$ cat src/spi_ctrl_defs.svh
// spi register-access controller constants
// bit-period divider and the command bytes sent as the first byte of a frame
`ifndef SPI_CTRL_DEFS_SVH
`define SPI_CTRL_DEFS_SVH

// log2 of the sck bit period in clk cycles
`define SPI_CLK_DIV 3

// first byte of each frame, as the slave decodes it
`define SPI_CMD_WRITE  8'h02	// cmd, addr, wdata
`define SPI_CMD_READ   8'h03	// cmd, addr, dummy
`define SPI_CMD_STATUS 8'h05	// cmd, dummy
`define SPI_CMD_ECHO   8'h9F	// cmd, byte_hi, byte_lo

// status returns the slave write counter
// echo returns 8'hA5 then the inverse of the second byte

// frame lengths in bytes, command byte included
`define SPI_LEN_SHORT 2'd2
`define SPI_LEN_LONG  2'd3

`endif

$ cat src/spi_cmd_pkg.sv
// host-side request and response types
// one request word in, one response word out per transaction
package spi_cmd_pkg;

	typedef enum logic [2:0] {
		OP_WRITE  = 3'd0,	// register write
		OP_READ   = 3'd1,	// register read
		OP_STATUS = 3'd2,	// slave status byte
		OP_ECHO   = 3'd3	// two raw bytes through the slave
	} spi_op_e;	// 4..7 are rejected by decode

	typedef struct packed {
		logic [7:0] addr;	// register address
		logic [7:0] wdata;	// write data, unused on read
	} spi_reg_view_t;

	typedef struct packed {
		logic [7:0] byte_hi;	// sent second
		logic [7:0] byte_lo;	// sent third
	} spi_raw_view_t;

	// same 16 bits, decoded per opcode
	typedef union packed {
		spi_reg_view_t reg_view;	// write and read
		spi_raw_view_t raw_view;	// echo
	} spi_payload_u;

	typedef struct packed {
		spi_op_e      op;
		spi_payload_u payload;
	} spi_req_t;	// 19 bits

	typedef struct packed {
		logic       err;	// illegal opcode, no frame sent
		logic [7:0] data0;	// first kept rx byte
		logic [7:0] data1;	// second kept rx byte, else zero
	} spi_rsp_t;	// 17 bits

endpackage

$ cat src/spi_bus_pkg.sv
// internal frame types between decode, execute and result
// a frame plan lists the bytes to send and which rx bytes to keep
package spi_bus_pkg;

	typedef struct packed {
		logic [1:0]      nbytes;	// 2 or 3, command byte included
		logic [2:0][7:0] tx_bytes;	// index 0 goes out first
		logic [2:0]      keep_mask;	// bit i keeps the rx byte of tx_bytes[i]
	} spi_plan_t;

	// set when decode rejected the request
	// the plan is then ignored and only a response is made
	typedef logic spi_err_t;

	// byte result handed from execute to the engine side
	typedef struct packed {
		logic [1:0] idx;	// position in the frame
		logic [7:0] rx;	// byte shifted in
	} spi_rx_beat_t;

endpackage

$ cat src/spi_req_decode.sv
// request decode stage
// one registered slot, turns a host request into a spi frame plan
`timescale 1ns/100ps
`include "spi_ctrl_defs.svh"

module spi_req_decode (
	input  logic                   clk,
	input  logic                   rst,
	input  logic                   req_valid,
	input  spi_cmd_pkg::spi_req_t  req,
	input  logic                   plan_ready,
	output logic                   req_ready,
	output logic                   plan_valid,
	output spi_bus_pkg::spi_plan_t plan,
	output spi_bus_pkg::spi_err_t  plan_err
);
	logic                   full_q;	// slot holds a plan
	logic                   take;	// request handshake
	spi_bus_pkg::spi_plan_t plan_d, plan_q;
	spi_bus_pkg::spi_err_t  err_d, err_q;

	assign req_ready  = !full_q || plan_ready;	// empty, or draining this cycle
	assign take       = req_valid && req_ready;
	assign plan_valid = full_q;
	assign plan       = plan_q;
	assign plan_err   = err_q;

	always_comb begin
		plan_d = '0;	// unused bytes go out as zero
		err_d  = 1'b0;
		case (req.op)
			spi_cmd_pkg::OP_WRITE: begin
				plan_d.nbytes      = `SPI_LEN_LONG;
				plan_d.tx_bytes[0] = `SPI_CMD_WRITE;
				plan_d.tx_bytes[1] = req.payload.reg_view.addr;
				plan_d.tx_bytes[2] = req.payload.reg_view.wdata;
			end
			spi_cmd_pkg::OP_READ: begin
				plan_d.nbytes      = `SPI_LEN_LONG;
				plan_d.tx_bytes[0] = `SPI_CMD_READ;
				plan_d.tx_bytes[1] = req.payload.reg_view.addr;
				plan_d.keep_mask   = 3'b100;	// data comes back in byte 3
			end
			spi_cmd_pkg::OP_STATUS: begin
				plan_d.nbytes      = `SPI_LEN_SHORT;
				plan_d.tx_bytes[0] = `SPI_CMD_STATUS;
				plan_d.keep_mask   = 3'b010;
			end
			spi_cmd_pkg::OP_ECHO: begin
				plan_d.nbytes      = `SPI_LEN_LONG;
				plan_d.tx_bytes[0] = `SPI_CMD_ECHO;
				plan_d.tx_bytes[1] = req.payload.raw_view.byte_hi;
				plan_d.tx_bytes[2] = req.payload.raw_view.byte_lo;
				plan_d.keep_mask   = 3'b110;
			end
			default: err_d = 1'b1;	// opcodes 4..7
		endcase
	end

	always_ff @(posedge clk) begin
		if (rst) begin
			full_q <= 1'b0;
		end else if (take) begin
			full_q <= 1'b1;	// refill wins over drain
		end else if (plan_ready) begin
			full_q <= 1'b0;
		end
	end

	always_ff @(posedge clk) begin
		if (take) begin
			plan_q <= plan_d;
			err_q  <= err_d;
		end
	end

endmodule

$ cat src/spi_seq_exec.sv
// frame sequencer
// holds ss low over a whole frame, feeds the byte engine, gathers kept rx bytes
`timescale 1ns/100ps

module spi_seq_exec (
	input  logic                   clk,
	input  logic                   rst,
	input  logic                   plan_valid,
	input  spi_bus_pkg::spi_plan_t plan,
	input  spi_bus_pkg::spi_err_t  plan_err,
	input  logic                   eng_busy,
	input  logic                   eng_done,
	input  logic [7:0]             eng_rx,
	input  logic                   slot_ready,
	output logic                   plan_ready,
	output logic                   eng_start,
	output logic [7:0]             eng_tx,
	output logic                   ss,
	output logic                   slot_valid,
	output spi_cmd_pkg::spi_rsp_t  rsp
);
	typedef enum logic [2:0] {S_IDLE, S_WAIT_SLOT, S_BYTE, S_LAST, S_REPORT} state_e;

	state_e                 state_q;
	spi_bus_pkg::spi_plan_t plan_q;	// frame being run
	logic [1:0]             idx_q;	// byte in flight
	logic                   start_q;	// start pending for the engine
	logic                   ss_q;
	logic                   got0_q;	// data0 already filled
	logic                   err_q;
	logic [7:0]             d0_q, d1_q;
	logic                   take;
	logic                   in_frame;
	logic                   keep_now;

	assign plan_ready = (state_q == S_IDLE || state_q == S_WAIT_SLOT) && slot_ready;
	assign take       = plan_valid && plan_ready;
	assign in_frame   = (state_q == S_BYTE) || (state_q == S_LAST);
	assign keep_now   = in_frame && eng_done && plan_q.keep_mask[idx_q];
	assign eng_start  = start_q && !eng_busy;
	assign eng_tx     = plan_q.tx_bytes[idx_q];
	assign ss         = ss_q;
	assign slot_valid = (state_q == S_REPORT);	// one cycle after last done
	assign rsp.err    = err_q;
	assign rsp.data0  = d0_q;
	assign rsp.data1  = d1_q;

	always_ff @(posedge clk) begin
		if (rst) begin
			state_q <= S_IDLE;
			idx_q   <= '0;
			start_q <= 1'b0;
			ss_q    <= 1'b1;
			got0_q  <= 1'b0;
		end else begin
			if (eng_start)
				start_q <= 1'b0;	// engine took it
			if (keep_now)
				got0_q <= 1'b1;
			case (state_q)
				S_IDLE, S_WAIT_SLOT: begin
					if (take) begin
						idx_q  <= '0;
						got0_q <= 1'b0;
						if (plan_err) begin
							state_q <= S_REPORT;	// no bus traffic
						end else begin
							state_q <= S_BYTE;
							ss_q    <= 1'b0;
							start_q <= 1'b1;
						end
					end else begin
						state_q <= plan_valid ? S_WAIT_SLOT : S_IDLE;	// result slot still full
					end
				end
				S_BYTE: if (eng_done) begin
					idx_q   <= idx_q + 2'd1;
					start_q <= 1'b1;	// next byte right after done
					if (idx_q + 2'd2 == plan_q.nbytes)
						state_q <= S_LAST;
				end
				S_LAST: if (eng_done) begin
					ss_q    <= 1'b1;
					state_q <= S_REPORT;
				end
				S_REPORT: if (slot_ready) state_q <= S_IDLE;
				default: state_q <= S_IDLE;
			endcase
		end
	end

	always_ff @(posedge clk) begin
		if (take) begin
			plan_q <= plan;
			err_q  <= plan_err;
			d0_q   <= '0;	// zero-fill bytes not kept
			d1_q   <= '0;
		end else if (keep_now) begin
			if (got0_q)
				d1_q <= eng_rx;
			else
				d0_q <= eng_rx;
		end
	end

endmodule

$ cat src/spi_byte_engine.sv
// full-duplex spi byte shifter, mode with sck idle low
// bit period is 2**CLK_DIV clocks, mosi launched at period start, miso sampled before sck falls
`timescale 1ns/100ps
`include "spi_ctrl_defs.svh"

module spi_byte_engine #(
	parameter int CLK_DIV = `SPI_CLK_DIV
) (
	input  logic       clk,
	input  logic       rst,
	input  logic       start,
	input  logic [7:0] tx_byte,
	input  logic       miso,
	output logic       busy,
	output logic       done,
	output logic [7:0] rx_byte,
	output logic       sck,
	output logic       mosi
);
	typedef enum logic [1:0] {IDLE, WAIT_HALF, TRANSFER} state_e;

	localparam logic [CLK_DIV-1:0] PH_LAST    = '1;	// about to rise
	localparam logic [CLK_DIV-1:0] PH_HALF_M1 = PH_LAST >> 1;	// about to fall

	state_e             state_q, state_d;
	logic [CLK_DIV-1:0] ph_q, ph_d;	// phase within the bit period
	logic [2:0]         bit_q, bit_d;	// bit counter
	logic [7:0]         shreg_q, shreg_d;	// tx out the top, rx in the bottom
	logic               mosi_q, mosi_d;
	logic               done_q, done_d;
	logic [7:0]         rx_q, rx_d;

	assign sck     = ~ph_q[CLK_DIV-1] & (state_q == TRANSFER);	// high in first half
	assign busy    = (state_q != IDLE);
	assign mosi    = mosi_d;	// lines up with the sck rise
	assign done    = done_q;
	assign rx_byte = rx_q;

	always_comb begin
		state_d = state_q;
		ph_d    = ph_q;
		bit_d   = bit_q;
		shreg_d = shreg_q;
		mosi_d  = mosi_q;
		done_d  = 1'b0;	// single-cycle pulse
		rx_d    = rx_q;
		case (state_q)
			IDLE: begin
				ph_d   = '0;
				bit_d  = '0;
				mosi_d = 1'b0;	// park low between bytes
				if (start) begin
					shreg_d = tx_byte;
					state_d = WAIT_HALF;
				end
			end
			WAIT_HALF: begin
				ph_d = ph_q + 1'b1;
				if (ph_q == PH_HALF_M1) begin
					ph_d    = '0;	// lead-in of half a period
					state_d = TRANSFER;
				end
			end
			TRANSFER: begin
				ph_d = ph_q + 1'b1;
				if (ph_q == '0)
					mosi_d = shreg_q[7];	// msb first
				if (ph_q == PH_HALF_M1)
					shreg_d = {shreg_q[6:0], miso};
				if (ph_q == PH_LAST) begin
					bit_d = bit_q + 3'd1;
					if (bit_q == 3'd7) begin
						state_d = IDLE;
						rx_d    = shreg_q;
						done_d  = 1'b1;
					end
				end
			end
			default: state_d = IDLE;
		endcase
	end

	always_ff @(posedge clk) begin
		if (rst) begin
			state_q <= IDLE;
			ph_q    <= '0;
			bit_q   <= '0;
			mosi_q  <= 1'b0;
			done_q  <= 1'b0;
		end else begin
			state_q <= state_d;
			ph_q    <= ph_d;
			bit_q   <= bit_d;
			mosi_q  <= mosi_d;
			done_q  <= done_d;
		end
	end

	always_ff @(posedge clk) begin
		shreg_q <= shreg_d;
		rx_q    <= rx_d;
	end

endmodule

$ cat src/spi_resp_build.sv
// response slot
// one result word with a full flag, held steady until the host takes it
`timescale 1ns/100ps

module spi_resp_build (
	input  logic                  clk,
	input  logic                  rst,
	input  logic                  slot_valid,
	input  spi_cmd_pkg::spi_rsp_t rsp_in,
	input  logic                  rsp_ready,
	output logic                  slot_ready,
	output logic                  rsp_valid,
	output spi_cmd_pkg::spi_rsp_t rsp
);
	logic                  full_q;
	logic                  push;	// word in from the sequencer
	logic                  pop;	// word out to the host
	spi_cmd_pkg::spi_rsp_t rsp_q;

	// room when empty, or when the host drains it this cycle
	assign slot_ready = !full_q || rsp_ready;
	assign push       = slot_valid && slot_ready;
	assign pop        = full_q && rsp_ready;
	assign rsp_valid  = full_q;
	assign rsp        = rsp_q;

	always_ff @(posedge clk) begin
		if (rst) begin
			full_q <= 1'b0;
		end else if (push) begin
			full_q <= 1'b1;	// drain and refill together keeps it full
		end else if (pop) begin
			full_q <= 1'b0;
		end
	end

	// only loads on push, so the word is stable under back-pressure
	always_ff @(posedge clk) begin
		if (push)
			rsp_q <= rsp_in;
	end

endmodule

$ cat src/spi_ctrl_top.sv
// spi register-access controller
// decode, frame sequencer, byte engine and response slot in a chain
`timescale 1ns/100ps
`include "spi_ctrl_defs.svh"

module spi_ctrl_top #(
	parameter int CLK_DIV = `SPI_CLK_DIV
) (
	input  logic                  clk,
	input  logic                  rst,
	input  logic                  req_valid,
	input  spi_cmd_pkg::spi_req_t req,
	input  logic                  rsp_ready,
	input  logic                  miso,
	output logic                  req_ready,
	output logic                  rsp_valid,
	output spi_cmd_pkg::spi_rsp_t rsp,
	output logic                  sck,
	output logic                  mosi,
	output logic                  ss
);
	logic                   plan_valid, plan_ready;
	spi_bus_pkg::spi_plan_t plan;
	spi_bus_pkg::spi_err_t  plan_err;
	logic                   eng_start, eng_busy, eng_done;
	logic [7:0]             eng_tx, eng_rx;
	logic                   slot_valid, slot_ready;
	spi_cmd_pkg::spi_rsp_t  slot_rsp;

	spi_req_decode i_req_decode (
		.clk(clk), .rst(rst),
		.req_valid(req_valid), .req(req), .req_ready(req_ready),
		.plan_valid(plan_valid), .plan(plan), .plan_err(plan_err), .plan_ready(plan_ready)
	);

	spi_seq_exec i_seq_exec (
		.clk(clk), .rst(rst),
		.plan_valid(plan_valid), .plan(plan), .plan_err(plan_err), .plan_ready(plan_ready),
		.eng_busy(eng_busy), .eng_done(eng_done), .eng_rx(eng_rx),
		.eng_start(eng_start), .eng_tx(eng_tx), .ss(ss),
		.slot_ready(slot_ready), .slot_valid(slot_valid), .rsp(slot_rsp)
	);

	spi_byte_engine #(.CLK_DIV(CLK_DIV)) i_byte_engine (
		.clk(clk), .rst(rst),
		.start(eng_start), .tx_byte(eng_tx), .miso(miso),
		.busy(eng_busy), .done(eng_done), .rx_byte(eng_rx),
		.sck(sck), .mosi(mosi)
	);

	spi_resp_build i_resp_build (
		.clk(clk), .rst(rst),
		.slot_valid(slot_valid), .rsp_in(slot_rsp), .slot_ready(slot_ready),
		.rsp_ready(rsp_ready), .rsp_valid(rsp_valid), .rsp(rsp)
	);

endmodule

$ cat config.mk
export PLATFORM = sky130hd
export DESIGN_NAME = spi_ctrl_top
export DESIGN_NICKNAME = d
export VERILOG_FILES = /design/src/spi_cmd_pkg.sv /design/src/spi_bus_pkg.sv /design/src/spi_req_decode.sv /design/src/spi_seq_exec.sv /design/src/spi_byte_engine.sv /design/src/spi_resp_build.sv /design/src/spi_ctrl_top.sv
export VERILOG_INCLUDE_DIRS = /design/src /design/src/src
export SDC_FILE = /design/constraint.sdc
export NUM_CORES = 1
export LEC_CHECK = 0
export ABC_AREA = 1
export BUFFER_PORTS_ARGS = -buffer_cell sky130_fd_sc_hd__buf_2
export CAP_MARGIN = 20
export CORE_MARGIN = 2
export CORE_UTILIZATION = 40
export CTS_BUF_LIST = sky130_fd_sc_hd__clkbuf_8 sky130_fd_sc_hd__clkbuf_16
export DETAILED_ROUTE_END_ITERATION = 16
export HOLD_SLACK_MARGIN = 0.15
export PLACE_DENSITY = 0.68
export SLEW_MARGIN = 20
export SYNTH_ARGS = -nofsm -noshare
export SYNTH_HDL_FRONTEND = slang
export SYNTH_SLANG_ARGS = --single-unit
$ cat constraint.sdc
create_clock -name clk -period 6.4 [get_ports clk]
set_input_delay 0.64 -clock clk [delete_from_list [all_inputs] [get_ports clk]]
set_output_delay 0.64 -clock clk [all_outputs]
set_load 0.1 [all_outputs]
Yosys cells after proc, flatten, opt, wreduce, memory -nomap -nowiden
Index checks and enable logic that the tools add are counted.

Logic and storage cells: 155. Output and inout port bits: 22. Register bits after elaboration: 129. Input bits: 24.

Muxes and demuxes: 50. Bitwise gates (word level): 5. $add $sub $neg: 4. Reduce and logical (&&, ||, !) cells: 40. $lt $le $gt $ge: 1. Eq/ne operators: 24.

Operator list (number): $pmux W8 S4 (1); $mux W3 (8); $mux W8 (3); $mux W1 (19); $pmux W3 S3 (2); $bmux W8 S2 (1); $pmux W8 S2 (1); $eq A3 B2 Y1 const B (5); $ne A2 B2 Y1 const B (7); $mux W2 (6); $pmux W3 S4 (1); $reduce_and A4 Y1 (3); $reduce_bool A2 Y1 (6); $eq A3 B3 Y1 const B (3); $logic_not A3 Y1 (3); $reduce_and A3 Y1 (3); $logic_and A1 B1 Y1 (8); $ne A2 B1 Y1 const B (4); $pmux W2 S2 (2); $add A3 B1 Y3 const B (2); $eq A3 B1 Y1 const B (2); $pmux W1 S2 (3); $pmux W2 S3 (1); $pmux W3 S2 (1); 17 further kinds (29).

Depth between registers and ports, before layout
Depth in word-level cells: 7. Gate-level depth with buffers: 9.

Hierarchy
A second synthesis with hierarchy kept.

Cell total of the unflattened synthesis: 493. Area total of the unflattened synthesis: 5144.9 um^2.

Modules (own cells, without submodules): spi_seq_exec (area each 2280.9 um^2, times used 1, cells an instance 248, seq. area each 1381.3 um^2); spi_byte_engine (area each 1262.5 um^2, times used 1, cells an instance 138, seq. area each 680.7 um^2); spi_req_decode (area each 1043.5 um^2, times used 1, cells an instance 84, seq. area each 770.7 um^2); spi_resp_build (area each 558.0 um^2, times used 1, cells an instance 23, seq. area each 530.5 um^2).

Worst setup path after synthesis
No wires, ideal clock.

Path type: register -> output. Start: register i_byte_engine.state_q[0]. End: output sck. Setup slack: 3.414 ns. Buffers on the path: 2. Cell stages (with the launch flop): 7. Required time: 5.760 ns. Arrival time: 2.346 ns. Path through: dfxtp_1 > inv_1 > ha_1 > buf_2 > clkinv_1 > clkbuf_1 > nor2_1.

Longest elaborated chain between the ends: 2.

Ends and longest elaborated chain: from (decl) (line spi_byte_engine.sv:25) `state_e state_q, state_d;`; from (signal assigned) (line spi_byte_engine.sv:91) `state_q <= state_d;`; $eq A2 B2 Y1 (line spi_byte_engine.sv:33) `assign sck = ~ph_q[CLK_DIV-1] & (state_q == TRANSFER);`; $and A1 B1 Y1 (line spi_byte_engine.sv:33); to (decl) (line spi_ctrl_top.sv:18) `output logic sck,`.

No other way between the ends.

Worst setup path after layout
Same ends and word-level chain as after synthesis.

==> impl_metrics.tcl <==
set metrics [dict create \
    p_switching_w 0.00101 \
    arrival_ns 2.22 \
    crit_type "flop to output pin" \
    antenna_found_initial 0 \
    place_congestion 0.850 \
    cts_hold_buf 0 \
    grt_pass1_vias 3123 \
    ctsHtreeMaxLevel 4 \
    powerDensity_nw_per_um2 505 \
    p_leak_nw 2.46 \
    layout_common_cells "nand2_1, edfxtp_1, nor2_1, inv_1, buf_2" \
    die_h_um 112 \
    grt_pass1_wl_um 14100 \
    area_delta_synth_final_pct 21.3 \
    cts_tree "done" \
    initial_core_util 0.411 \
    wirelength_um 8220 \
    p_clk_frac 0.353 \
    grt.overflow.total 0 \
    ir_worst_vdd_mv 0.328 \
    setup_viol 0 \
    antenna_cells 0 \
    fillers 1018 \
    cts-resized-gates 0 \
    vias 3059 \
    drv_slew 0 \
    nNetsFinal 531 \
    synth_cell_types 32 \
    die_w_um 112 \
    row_count 39 \
    yosysSeqAreaShare 0.658 \
    worstSkewPairLatency_ns 0.41 \
    wl_per_cell_um 12.6 \
    core-area_um2 11400 \
    hpwlAfterDp_um 5770 \
    power_frac_seq 0.371 \
    yosys-top-cells-area "edfxtp_1, dfxtp_1, nand2_1" \
    max_freq_ghz 0.350 \
    finClkSkew_ns 0.0232 \
    synth_top_area_frac 0.505 \
    worst-path-max-fanout 18 \
    drc 0 \
    dieArea_um2 12600 \
    drt_iter0_drc 112 \
    clockBufferDepth 2 \
    via_per_inst 4.69 \
    fin_tns_setup_ns 0 \
    port_buffers 45 \
    async_flop_share 0 \
    period_share 0.447 \
    numCtsBuffers 17 \
    boundaryPins 46 \
    path_clk_slew_ns 0.05 \
    p_comb_frac 0.276 \
    cp-start-kind "flop" \
    syn-num-nets 477 \
    syn_area_um2 4700 \
    seqCellArea_um2 3090 \
    drive_above_1_share 0.193 \
    rsz0062_at_grt "no" \
    grt_max_degree 25 \
    ant_nets 0 \
    worstSetupEndpointType "output pin" \
    final_common_cell "nand2_1" \
    firstDrtPassIters 4 \
    synth_seq_cells 115 \
    yosysTopAreaCell "edfxtp_1" \
    tightest_slew_ns 0.761 \
    min_period_ns 2.86 \
    synthFlopType "edfxtp_1" \
    maxCapViolations 0 \
    grtUsageTotal 0.141 \
    synth_edf_count 79 \
    syn_area_per_cell_um2 10.6 \
    hold_viol_final 0 \
    multiInputGateArea_um2 1320 \
    dp.cells 620 \
    relSlewSlack 0.491 \
    p_int_w 0.00187 \
    syn_inst 442 \
    holdWs_ns 0.420 \
    cts_setup_buffers 0 \
    switching_share 0.351 \
    ys.warnings.count 0 \
    required_ns 5.76 \
    status "completed" \
    hold_class "flop to flop" \
    root_buffer "clkbuf_16" \
    cts_num_sinks 115 \
    final_cells 652 \
]
worst paths after layout:
check / startpoint / endpoint / slack (ns) / depth (start not counted)
worst max-delay path: i_byte_engine.state_q[0]$_SDFFE_PP0P_ / sck / 3.54 / 5
worst min-delay path: i_req_decode.plan[5]$_DFFE_PP_ / i_seq_exec.plan_q[1]$_DFFE_PP_ / 0.42 / 0
worst max register to register: i_seq_exec.state_q[2]$_SDFFE_PP0P_ / i_seq_exec.ss$_SDFFE_PP1P_ / 4.10 / 6
worst min register to register: i_req_decode.plan[5]$_DFFE_PP_ / i_seq_exec.plan_q[1]$_DFFE_PP_ / 0.42 / 0
synthesized netlist by cell type, types with 4 or more instances:
master,instances
nand2_1,80
edfxtp_1,79
nor2_1,78
inv_1,50
dfxtp_1,36
a21oi_1,18
nand4_1,17
ha_1,11
nand3_1,11
o21ai_0,9
a31oi_1,8
inv_2,7
buf_2,4
nor2_2,4
power by group through the flow:
stage                     sequential, W  combinational, W  clock [W]
after floorplan                 0.00128          0.000444          0
after global placement          0.00108          0.000776          0
after detailed placement        0.00108          0.000789          0
after CTS                       0.00107          0.000793    0.00104
after global routing            0.00109          0.000869    0.00107
final                           0.00107          0.000794    0.00102
metrics by stage:
stage / cell area, um^2 / power (W) / setup slack [ns] / utilization
after floorplan: 4700 / 0.00172 / 3.41 / -
after global placement: 5040 / 0.00185 / 3.87 / 0.442
after detailed placement: 5040 / 0.00187 / 3.78 / 0.442
after CTS: 5690 / 0.00290 / 3.53 / 0.498
after global routing: 5700 / 0.00302 / 3.36 / 0.499
final: 5700 / 0.00288 / 3.54 / 0.499
routing by layer:
metal,wire (um),part of all wire,vias to the layer above,global-route usage
li1,-,-,1583,-
met1,3540,0.43,1386,0.159
met2,4200,0.51,84,0.243
met3,429,0.052,6,0.0454
met4,54,0.0066,0,0.0707
met5,0,0,-,0
logic make-up (layout without fill, tap and decap cells):
| family | count (synthesis) | after routing | share of synthesized area |
|---|---|---|---|
| AO/OA/AOI/OAI | 46 | 46 | 0.0589 |
| adder cells (fa/ha/maj) | 11 | 11 | 0.0293 |
| buffers and inverters | 71 | 138 | 0.0636 |
| flip-flops | 115 | 115 | 0.658 |
| AND/OR/NAND/NOR | 199 | 199 | 0.190 |
sequential cells by signal (all words and copies together) (netlist names), 3 cells and up:
signal and flops:
i_byte_engine.bit_q 3, i_byte_engine.rx_byte 8, i_seq_exec.d0_q 8, i_resp_build.rsp 17, i_seq_exec.state_q 3, i_byte_engine.shreg_q 8, i_seq_exec.plan_q 22, i_req_decode.plan 22
i_byte_engine.ph_q 3, i_seq_exec.d1_q 8
critical path, stage by stage, from the launching register on:
cell and delay (ns):
dfxtp_1 0.33, inv_1 0.11, ha_1 0.30, clkinv_1 0.43, nor2_1 0.20, buf_2 0.44
final cells by class:
class,count,share of cell area
clock buffers,19,0.0795
repair buffers,46,0.0409
clock inverters,13,0.0336
flip-flops and latches,115,0.543
well taps,143,0.0314
multi-input cells,256,0.231
inverters,60,0.0404
No activity file was read; power rests on OpenSTA's default activity.
